--- config.mk ---
export PLATFORM = sky130hd
export DESIGN_NAME = cpu_io_top
export DESIGN_NICKNAME = d
export VERILOG_FILES = /design/src/design/cpu_io_pkg.sv /design/src/design/cpu_cmd_decode.sv /design/src/design/ctrl_reg_bank.sv /design/src/design/status_capture.sv /design/src/design/cycle_counters.sv /design/src/design/par_read_mux.sv /design/src/design/cpu_io_top.sv
export VERILOG_INCLUDE_DIRS = /design/src /design/src/design
export SDC_FILE = /design/constraint.sdc
export NUM_CORES = 1
export LEC_CHECK = 0
export BUFFER_PORTS_ARGS = -buffer_cell sky130_fd_sc_hd__buf_2
export CAP_MARGIN = 10
export CORE_MARGIN = 3
export CORE_UTILIZATION = 45
export DETAILED_ROUTE_END_ITERATION = 6
export PLACE_DENSITY = 0.67
export SETUP_SLACK_MARGIN = 0.2
export SYNTH_ARGS = -nofsm -noshare
export SYNTH_HDL_FRONTEND = slang
export SYNTH_SLANG_ARGS = --single-unit
--- constraint.sdc ---
create_clock -name cpu_clk -period 2.3 [get_ports cpu_clk]
set_clock_uncertainty 0.05 [all_clocks]
set_input_delay 0.23 -clock cpu_clk [delete_from_list [all_inputs] [get_ports cpu_clk]]
set_output_delay 0.23 -clock cpu_clk [all_outputs]
set_load 0.01 [all_outputs]
--- src/design/cpu_io_defines.svh ---
// cpu io constants
// op-bit positions, control-bit positions, serial-select codes and
// the id and version words shown in the status register

`ifndef CPU_IO_DEFINES_SVH
`define CPU_IO_DEFINES_SVH

// bus widths
`define CPU_OP_W        16
`define CPU_TOS_W       32
`define CPU_PAR_W       16
`define CPU_CTR_W       32
`define CTRL_W          13

// op word bit positions, one-hot
`define OP_SET_CTRL      0
`define OP_GET_STATUS    1
`define OP_GET_SRQ       2
`define OP_GET_CPU_CTR0  3
`define OP_GET_CPU_CTR1  4
`define OP_GET_CPU_CTR2  5
`define OP_GET_CPU_CTR3  6
// used with rd_reg2
`define OP_GET_ADC_CTR0  7
`define OP_GET_ADC_CTR1  8
// used with wr_evt2
`define OP_CPU_CTR_CLR   9
`define OP_CPU_CTR_ENA  10
`define OP_CPU_CTR_DIS  11

// control word bit positions, match ctrl_word_t
`define CTRL_OSC_EN     12
`define CTRL_STEN       11
`define CTRL_SER_SEL_HI 10
`define CTRL_SER_SEL_LO  9
`define CTRL_SER_LE_CSN  8
`define CTRL_SER_CLK     7
`define CTRL_SER_DATA    6
`define CTRL_EEPROM_WP   5
`define CTRL_CMD_READY   4
`define CTRL_SND_INTR    3
`define CTRL_UNUSED_OUT  2
`define CTRL_USE_GEN     1
`define CTRL_GEN_FIR     0

// serial select codes, 2'd0 selects nothing
`define SER_ATTN        2'd1
`define SER_GPS         2'd2
`define SER_DNA         2'd3

`define FPGA_ID         4'h5
`define FPGA_VER        4'h3

`endif

--- src/design/cpu_io_pkg.sv ---
// cpu io types
// packed structs passed between the decode, state and read stages

`default_nettype none

package cpu_io_pkg;

    // global control register, msb first
    typedef struct packed {
        logic       osc_en;
        logic       sten;
        logic [1:0] ser_sel;
        logic       ser_le_csn;
        logic       ser_clk;
        logic       ser_data;
        logic       eeprom_wp;
        logic       cmd_ready;
        logic       snd_intr;
        logic       unused_out;
        logic       use_gen;
        logic       gen_fir;
    } ctrl_word_t;

    // one decoded cpu operation per cycle
    typedef struct packed {
        logic       set_ctrl;
        ctrl_word_t ctrl_data;
        logic       get_status;
        logic       get_srq;
        // one-hot byte lane of the counters
        logic [3:0] get_ctr;
        logic       get_adc_lo;
        logic       get_adc_hi;
        logic       ctr_clr;
        logic       ctr_ena;
        logic       ctr_dis;
    } cpu_cmd_t;

    // one bit-banged serial target
    typedef struct packed {
        logic le_csn;
        logic clk;
        logic data;
    } ser_bus_t;

    typedef struct packed {
        logic       overflow;
        logic [2:0] reserved;
        logic [3:0] fpga_ver;
        logic [3:0] user;
        logic [3:0] fpga_id;
    } status_word_t;

endpackage

`default_nettype wire

--- src/design/cpu_cmd_decode.sv ---
// cpu command decode, stage one
// qualifies the register strobes with the op bits and registers one
// decoded command per cycle

`default_nettype none

`include "cpu_io_defines.svh"

module cpu_cmd_decode
    import cpu_io_pkg::*;
(
    input  logic                  cpu_clk,
    input  logic                  rx_orst,
    input  logic [`CPU_OP_W-1:0]  op,
    input  logic [`CPU_TOS_W-1:0] tos,
    input  logic                  rd_reg,
    input  logic                  rd_reg2,
    input  logic                  wr_reg,
    input  logic                  wr_evt2,
    output cpu_cmd_t              cmd
);

    cpu_cmd_t cmd_d;

    // strobe and op bit on the same edge
    always_comb
    begin
        cmd_d            = '0;
        // write to the control register
        cmd_d.set_ctrl   = wr_reg & op[`OP_SET_CTRL];
        cmd_d.ctrl_data  = tos[`CTRL_W-1:0];
        // plain register reads
        cmd_d.get_status = rd_reg & op[`OP_GET_STATUS];
        cmd_d.get_srq    = rd_reg & op[`OP_GET_SRQ];
        cmd_d.get_ctr    = {rd_reg & op[`OP_GET_CPU_CTR3],
                            rd_reg & op[`OP_GET_CPU_CTR2],
                            rd_reg & op[`OP_GET_CPU_CTR1],
                            rd_reg & op[`OP_GET_CPU_CTR0]};
        // adc count halves sit on the second read strobe
        cmd_d.get_adc_lo = rd_reg2 & op[`OP_GET_ADC_CTR0];
        cmd_d.get_adc_hi = rd_reg2 & op[`OP_GET_ADC_CTR1];
        // counter events
        cmd_d.ctr_clr    = wr_evt2 & op[`OP_CPU_CTR_CLR];
        cmd_d.ctr_ena    = wr_evt2 & op[`OP_CPU_CTR_ENA];
        cmd_d.ctr_dis    = wr_evt2 & op[`OP_CPU_CTR_DIS];
    end

    // single pipeline register
    always_ff @(posedge cpu_clk)
    begin
        if (rx_orst)
            cmd <= '0;
        else
            cmd <= cmd_d;
    end

endmodule

`default_nettype wire

--- src/design/ctrl_reg_bank.sv ---
// global control register, stage two
// holds the control word, steers the shared serial lines to one target
// and drives the board control pins

`default_nettype none

`include "cpu_io_defines.svh"

module ctrl_reg_bank
    import cpu_io_pkg::*;
(
    input  logic       cpu_clk,
    input  logic       rx_orst,
    input  cpu_cmd_t   cmd,
    output ctrl_word_t ctrl,
    output ser_bus_t   attn_bus,
    output ser_bus_t   gps_bus,
    output ser_bus_t   dna_bus,
    output logic       adc_clken,
    output logic       adc_stenl,
    output logic       ewp,
    output logic       cmd_ready,
    output logic       snd_intr
);

    ser_bus_t ser_bits;

    //////////////////////////////
    // control register
    //////////////////////////////

    always_ff @(posedge cpu_clk)
    begin
        if (rx_orst)
            ctrl <= '0;
        else if (cmd.set_ctrl)
            ctrl <= cmd.ctrl_data;
    end

    //////////////////////////////
    // serial routing
    //////////////////////////////

    // the three bit-banged lines as one bus
    assign ser_bits.le_csn = ctrl.ser_le_csn;
    assign ser_bits.clk    = ctrl.ser_clk;
    assign ser_bits.data   = ctrl.ser_data;

    // unselected targets held low
    assign attn_bus = (ctrl.ser_sel == `SER_ATTN) ? ser_bits : '0;
    assign gps_bus  = (ctrl.ser_sel == `SER_GPS)  ? ser_bits : '0;
    assign dna_bus  = (ctrl.ser_sel == `SER_DNA)  ? ser_bits : '0;

    //////////////////////////////
    // control pins
    //////////////////////////////

    assign adc_clken = ctrl.osc_en;
    // adc self-test enable is active low
    assign adc_stenl = ~ctrl.sten;
    assign ewp       = ctrl.eeprom_wp;
    assign cmd_ready = ctrl.cmd_ready;
    assign snd_intr  = ctrl.snd_intr;

endmodule

`default_nettype wire

--- src/design/status_capture.sv ---
// status capture, stage two
// sticky adc overflow, host service-request note and the status word

`default_nettype none

`include "cpu_io_defines.svh"

module status_capture
    import cpu_io_pkg::*;
(
    input  logic         cpu_clk,
    input  logic         rx_orst,
    input  cpu_cmd_t     cmd,
    input  logic         adc_ovfl,
    input  logic         host_srq,
    input  logic         dna_data,
    output status_word_t status,
    output logic         srq_out
);

    logic overflow;
    logic srq_noted;

    always_ff @(posedge cpu_clk)
    begin
        if (rx_orst)
        begin
            overflow  <= 1'b0;
            srq_noted <= 1'b0;
            srq_out   <= 1'b0;
        end
        else
        begin
            // sticky until reset
            overflow <= overflow | adc_ovfl;
            // on a read hand over the note and restart from the live request,
            // so a request arriving in the read cycle is kept
            if (cmd.get_srq)
            begin
                srq_out   <= srq_noted;
                srq_noted <= host_srq;
            end
            else
                srq_noted <= srq_noted | host_srq;
        end
    end

    always_comb
    begin
        status.overflow = overflow;
        status.reserved = 3'b000;
        status.fpga_ver = `FPGA_VER;
        // only the device-id bit is live in the user nibble
        status.user     = {3'b000, dna_data};
        status.fpga_id  = `FPGA_ID;
    end

endmodule

`default_nettype wire

--- src/design/cycle_counters.sv ---
// cpu cycle counters, stage two
// free-running and gated 32-bit counters for profiling cpu load

`default_nettype none

`include "cpu_io_defines.svh"

module cycle_counters
    import cpu_io_pkg::*;
(
    input  logic                  cpu_clk,
    input  logic                  rx_orst,
    input  cpu_cmd_t              cmd,
    output logic [`CPU_CTR_W-1:0] ctr0,
    output logic [`CPU_CTR_W-1:0] ctr1
);

    // gate for ctr1
    logic ctr_en;

    always_ff @(posedge cpu_clk)
    begin
        if (rx_orst)
        begin
            ctr0   <= '0;
            ctr1   <= '0;
            ctr_en <= 1'b0;
        end
        else
        begin
            // clear wins over counting
            if (cmd.ctr_clr)
            begin
                ctr0 <= '0;
                ctr1 <= '0;
            end
            else
            begin
                ctr0 <= ctr0 + 1'b1;
                if (ctr_en)
                    ctr1 <= ctr1 + 1'b1;
            end

            // enable and disable events
            if (cmd.ctr_ena)
                ctr_en <= 1'b1;
            else if (cmd.ctr_dis)
                ctr_en <= 1'b0;
        end
    end

endmodule

`default_nettype wire

--- src/design/par_read_mux.sv ---
// parallel read mux, stage three
// picks the 16-bit word returned to the cpu and registers it

`default_nettype none

`include "cpu_io_defines.svh"

module par_read_mux
    import cpu_io_pkg::*;
(
    input  logic                  cpu_clk,
    input  logic                  rx_orst,
    input  cpu_cmd_t              cmd,
    input  status_word_t          status,
    input  logic [`CPU_CTR_W-1:0] ctr0,
    input  logic [`CPU_CTR_W-1:0] ctr1,
    input  logic [31:0]           adc_count,
    input  logic [`CPU_PAR_W-1:0] host_dout,
    output logic [`CPU_PAR_W-1:0] par
);

    logic [`CPU_PAR_W-1:0] host_q;
    logic [`CPU_PAR_W-1:0] par_d;

    // host data delayed to line up with the decode stage
    always_ff @(posedge cpu_clk)
    begin
        host_q <= host_dout;
    end

    // priority: counter lanes, adc halves, status, host
    always_comb
    begin
        if (cmd.get_adc_lo)
            par_d = adc_count[15:0];
        else if (cmd.get_adc_hi)
            par_d = adc_count[31:16];
        else if (cmd.get_status)
            par_d = status;
        else
            par_d = host_q;
        // lowest lane last so it wins
        for (int k = 3; k >= 0; k--)
        begin
            if (cmd.get_ctr[k])
                par_d = {ctr1[8*k +: 8], ctr0[8*k +: 8]};
        end
    end

    always_ff @(posedge cpu_clk)
    begin
        if (rx_orst)
            par <= '0;
        else
            par <= par_d;
    end

endmodule

`default_nettype wire

--- src/design/cpu_io_top.sv ---
// cpu io core top level
// wires the decode, state and read stages between the cpu register bus
// and the board pins, all on cpu_clk

`default_nettype none

`include "cpu_io_defines.svh"

module cpu_io_top
    import cpu_io_pkg::*;
(
    input  logic                  cpu_clk,
    input  logic                  rx_orst,
    // cpu register bus
    input  logic [`CPU_OP_W-1:0]  op,
    input  logic [`CPU_TOS_W-1:0] tos,
    input  logic                  rd_reg,
    input  logic                  rd_reg2,
    input  logic                  wr_reg,
    input  logic                  wr_evt2,
    output logic [`CPU_PAR_W-1:0] par,
    // receiver and host side
    input  logic                  host_srq,
    input  logic                  adc_ovfl,
    input  logic [31:0]           adc_count,
    input  logic [`CPU_PAR_W-1:0] host_dout,
    input  logic                  dna_data,
    output logic                  srq_out,
    // board pins
    output ser_bus_t              attn_bus,
    output ser_bus_t              gps_bus,
    output ser_bus_t              dna_bus,
    output logic                  adc_clken,
    output logic                  adc_stenl,
    output logic                  ewp,
    output logic                  cmd_ready,
    output logic                  snd_intr
);

    cpu_cmd_t              cmd;
    status_word_t          status;
    logic [`CPU_CTR_W-1:0] ctr0;
    logic [`CPU_CTR_W-1:0] ctr1;

    //////////////////////////////
    // decode
    //////////////////////////////

    cpu_cmd_decode cpu_cmd_decode_i (
        .cpu_clk (cpu_clk),
        .rx_orst (rx_orst),
        .op      (op),
        .tos     (tos),
        .rd_reg  (rd_reg),
        .rd_reg2 (rd_reg2),
        .wr_reg  (wr_reg),
        .wr_evt2 (wr_evt2),
        .cmd     (cmd)
    );

    //////////////////////////////
    // state
    //////////////////////////////

    // control word itself has no pin, only its decoded fields
    ctrl_reg_bank ctrl_reg_bank_i (
        .cpu_clk   (cpu_clk),
        .rx_orst   (rx_orst),
        .cmd       (cmd),
        .ctrl      (),
        .attn_bus  (attn_bus),
        .gps_bus   (gps_bus),
        .dna_bus   (dna_bus),
        .adc_clken (adc_clken),
        .adc_stenl (adc_stenl),
        .ewp       (ewp),
        .cmd_ready (cmd_ready),
        .snd_intr  (snd_intr)
    );

    status_capture status_capture_i (
        .cpu_clk  (cpu_clk),
        .rx_orst  (rx_orst),
        .cmd      (cmd),
        .adc_ovfl (adc_ovfl),
        .host_srq (host_srq),
        .dna_data (dna_data),
        .status   (status),
        .srq_out  (srq_out)
    );

    cycle_counters cycle_counters_i (
        .cpu_clk (cpu_clk),
        .rx_orst (rx_orst),
        .cmd     (cmd),
        .ctr0    (ctr0),
        .ctr1    (ctr1)
    );

    //////////////////////////////
    // read
    //////////////////////////////

    par_read_mux par_read_mux_i (
        .cpu_clk   (cpu_clk),
        .rx_orst   (rx_orst),
        .cmd       (cmd),
        .status    (status),
        .ctr0      (ctr0),
        .ctr1      (ctr1),
        .adc_count (adc_count),
        .host_dout (host_dout),
        .par       (par)
    );

endmodule

`default_nettype wire

==> impl_metrics.env <==
export IMPL_met1Wirelength_um=7190
export IMPL_drv_slew=0
export IMPL_core_area_sq_mm=0.0127
export IMPL_tns_ps=0
export IMPL_synth_compound_area_frac=0.189
export IMPL_p_per_area_mw_per_mm2=740
export IMPL_power_total_mw=5.83
export IMPL_muxShareOfSynthArea=0.0292
export IMPL_avgRoutedWirePerCell_um=16.4
export IMPL_nNetsFinal=934
export IMPL_areaGrowthSynthToFinish_pct=33.4
export IMPL_worstPathMaxFanout=6
export IMPL_vias=5697
export IMPL_antenna_found_initial=0
export IMPL_grt_use_total=0.232
export IMPL_synth_fp_nets=784
export IMPL_avgSynthCellArea_sq_um=8.72
export IMPL_yosysMostFrequentCell="dfxtp_1"
export IMPL_p_int_mw=4.55
export IMPL_crit_slowest_cell="or4_4"
export IMPL_hold_viol_final=0
export IMPL_path_cells="ha_4 > nand4_4 > or4_4 > or4_4 > a21oi_2"
export IMPL_grt_max_degree=33
export IMPL_met2_length_um=7920
export IMPL_synth_main_ff_cell="dfxtp_1"
export IMPL_start_util=0.464
export IMPL_vias_per_cell=5.64
export IMPL_antenna_cells=0
export IMPL_fmax_mhz=485
export IMPL_arrival_ps=2360
export IMPL_top_layer_used="met4"
export IMPL_yosysSeqAreaShare=0.448
export IMPL_path_clk_slew_ps=60
export IMPL_drive_gt1_frac=0.244
export IMPL_grt_setup_unrepaired="yes"
export IMPL_p_sw_mw=1.28
export IMPL_required_ps=2600
export IMPL_p_sw_frac=0.220
export IMPL_utilization=0.619
export IMPL_die_w_um=121
export IMPL_drt_antenna_violating_nets=0
export IMPL_cap_violations=0
export IMPL_status="complete, no violations"
export IMPL_synth_top_area_frac=0.448
export IMPL_setup_worst_path_end_class="register"
export IMPL_ir_drop_mv=0.529
export IMPL_path_class="register to register"
export IMPL_combPwrFrac=0.080
export IMPL_clkSinkCount=132
export IMPL_netlist_instances=677
export IMPL_tightest_slew_ps=833
export IMPL_synth_top_family_by_area="simple AND/OR/NAND/NOR gates"
export IMPL_port_buffers=109
export IMPL_insertion_delay_ps=420
export IMPL_first_pass_iters=5
export IMPL_cts_tree="built"
export IMPL_placementRows=41
export IMPL_syn_area_sq_mm=0.00590
export IMPL_wl_um=16600
export IMPL_route_met3_wl_um=1190
export IMPL_grt_pass1_vias=5569
export IMPL_fin_crit_ps=2060
export IMPL_yosys_top_cells_area="dfxtp_1, a21oi_1, a221o_1"
export IMPL_ctsHtreeMaxLevel=4
export IMPL_synthSimpleGateAreaFrac=0.235
export IMPL_leakagePower_nw=3.02
export IMPL_async_reset_ff_frac=0
export IMPL_numCtsBuffers=17
export IMPL_synth_xor_area_frac=0.0312
export IMPL_slew_headroom=0.444
export IMPL_dpl_instance_area_sq_mm=0.00671
export IMPL_cp_common_cell="or4_4"
export IMPL_synth_commonest_cells="dfxtp_1, a21oi_1, inv_1, nor2_1, clkbuf_1"
export IMPL_max_stage_delay_ps=630
export IMPL_min_path_type="primary input to register"
export IMPL_p_seq_frac=0.413
export IMPL_yosys_register_bits=132
export IMPL_finalSetupViolations=0
export IMPL_post_route_period_util=0.896
export IMPL_startpoint_type="register"
export IMPL_final_area_sq_mm=0.00788
export IMPL_synth_largest_area_cell="dfxtp_1"
export IMPL_drcViolationCount=0
export IMPL_cts_max_path_buffers=2
export IMPL_die_h_um=121
export IMPL_yosysWarnings=0
export IMPL_clkPwrFrac=0.507
export IMPL_grt_overflow=0
export IMPL_hpwl_um=11100
export IMPL_ioPinCount=136
export IMPL_grt_pass1_wl_um=27000
export IMPL_synth_fa_ha_area_frac=0.00424
export IMPL_die_area_sq_mm=0.0145
export IMPL_drtIter0Drc=499
export IMPL_ctsRootBufferMaster="clkbuf_16"
export IMPL_synth_edf_count=0
export IMPL_holdWs_ps=4.86
export IMPL_ys_types=44
export IMPL_gp_congestion=0.887
[stage by stage]
stage,setup WS (ps),cells
6_report,239,1011
5_1_grt,152,1011
4_1_cts,184,1009
3_5_place_dp,150,939
3_3_place_gp,233,939
2_1_floorplan,210,677
[worst paths after layout]
kind / start / endpoint / slack [ps] / cells after the start
worst max-delay path: cycle_counters_i.ctr0[1] / cycle_counters_i.ctr0[24] / 240 / 5
worst min-delay path: adc_ovfl / status_capture_i.overflow / 5 / 3
worst min register to register: cycle_counters_i.ctr0[0] / cycle_counters_i.ctr0[0] / 410 / 1
worst max register to register: cycle_counters_i.ctr0[1] / cycle_counters_i.ctr0[24] / 240 / 5
[power groups by stage]
| stage | clock network, mW | registers [mW] | logic [mW] |
|---|---|---|---|
| 5_1_grt | 3.10 | 2.42 | 0.507 |
| 4_1_cts | 2.99 | 2.41 | 0.453 |
| 2_1_floorplan | 0 | 2.45 | 0.223 |
| 3_5_place_dp | 0 | 2.46 | 0.399 |
| 3_3_place_gp | 0 | 2.45 | 0.393 |
| 6_report | 2.96 | 2.41 | 0.465 |
[sequential cells by signal, summed over array words and instances, names as in the netlist, 6 cells and up]
signal,cells
cpu_cmd_decode_i.cmd,22
ctrl_reg_bank_i.ctrl,6
cycle_counters_i.ctr0,32
cycle_counters_i.ctr1,32
par_read_mux_i.host_q,16
par_read_mux_i.par,16
[kinds of logic (layout without fill, tap and decap cells)]
family | after synthesis | count (layout)
compound gates | 171 | 171
xor+xnor | 21 | 21
fa+ha+maj | 2 | 2
buf+inv | 95 | 256
flops | 132 | 132
mux | 17 | 17
simple gates | 239 | 240
[worst max-delay path, delay by kind of cell (launching register included)]
kind	cells	cell delay (ps)
adder cells (fa/ha/maj)	1	160
AND/OR/NAND/NOR	3	1270
flip-flops	1	370
AO/OA/AOI/OAI	1	150
[final cells by class]
cell class              count  area, sq um
clock inverters            13          206
well taps                 172          215
multi-input cells         451         3010
clock buffers              18          439
fillers                  1083         4850
flip-flops and latches    132         2660
repair buffers            176         1170
inverters                  49          184
[layer usage]
layer,vias up,global-route usage
li1,2765,-
met1,2683,0.291
met2,224,0.384
met3,25,0.0631
met4,0,0.0864
met5,-,0
[cells in the final DEF (no fill, tap or decap), types with 3 or more instances in the layout]
cell           Yosys  final
dfxtp_1          132    125
or3_4              1      3
or4_4              1      5
nor3_1            15     15
mux2i_1           15     15
and2_1            21     21
o21ai_0            8      8
dfxtp_2            0      5
a21oi_2            0      3
and4_1             8      8
or3b_1            10     10
clkbuf_16          0     17
or4_1             22     18
dlygate4sd3_1      0     38
a21oi_1           90     86
nand3_1           17     17
nor4_1             9      8
a221o_1           22     22
buf_4              2     27
buf_2              4    109
clkinv_2           0      3
inv_1             49     49
nor2_1            43     43
bufinv_16          0      5
or3_1              8      6
nand4_4            0      3
o31ai_1           26     25
nor2b_1           18     18
nand2_1           30     30
a221oi_1          14     12
and3_1             6      6
xnor2_1           20     20
nand4_1           19     19
[timing repair]
action                                  CTS  global route
endpoints found under the setup margin    7            24
pin swaps                                 1             5
gates cloned                              1             0
hold buffers                             38             0
endpoints found under the hold margin    37             0
buffers inserted                          0             2
gates resized for setup                   5            23
Note: power is estimated with default switching activity, not from simulation.
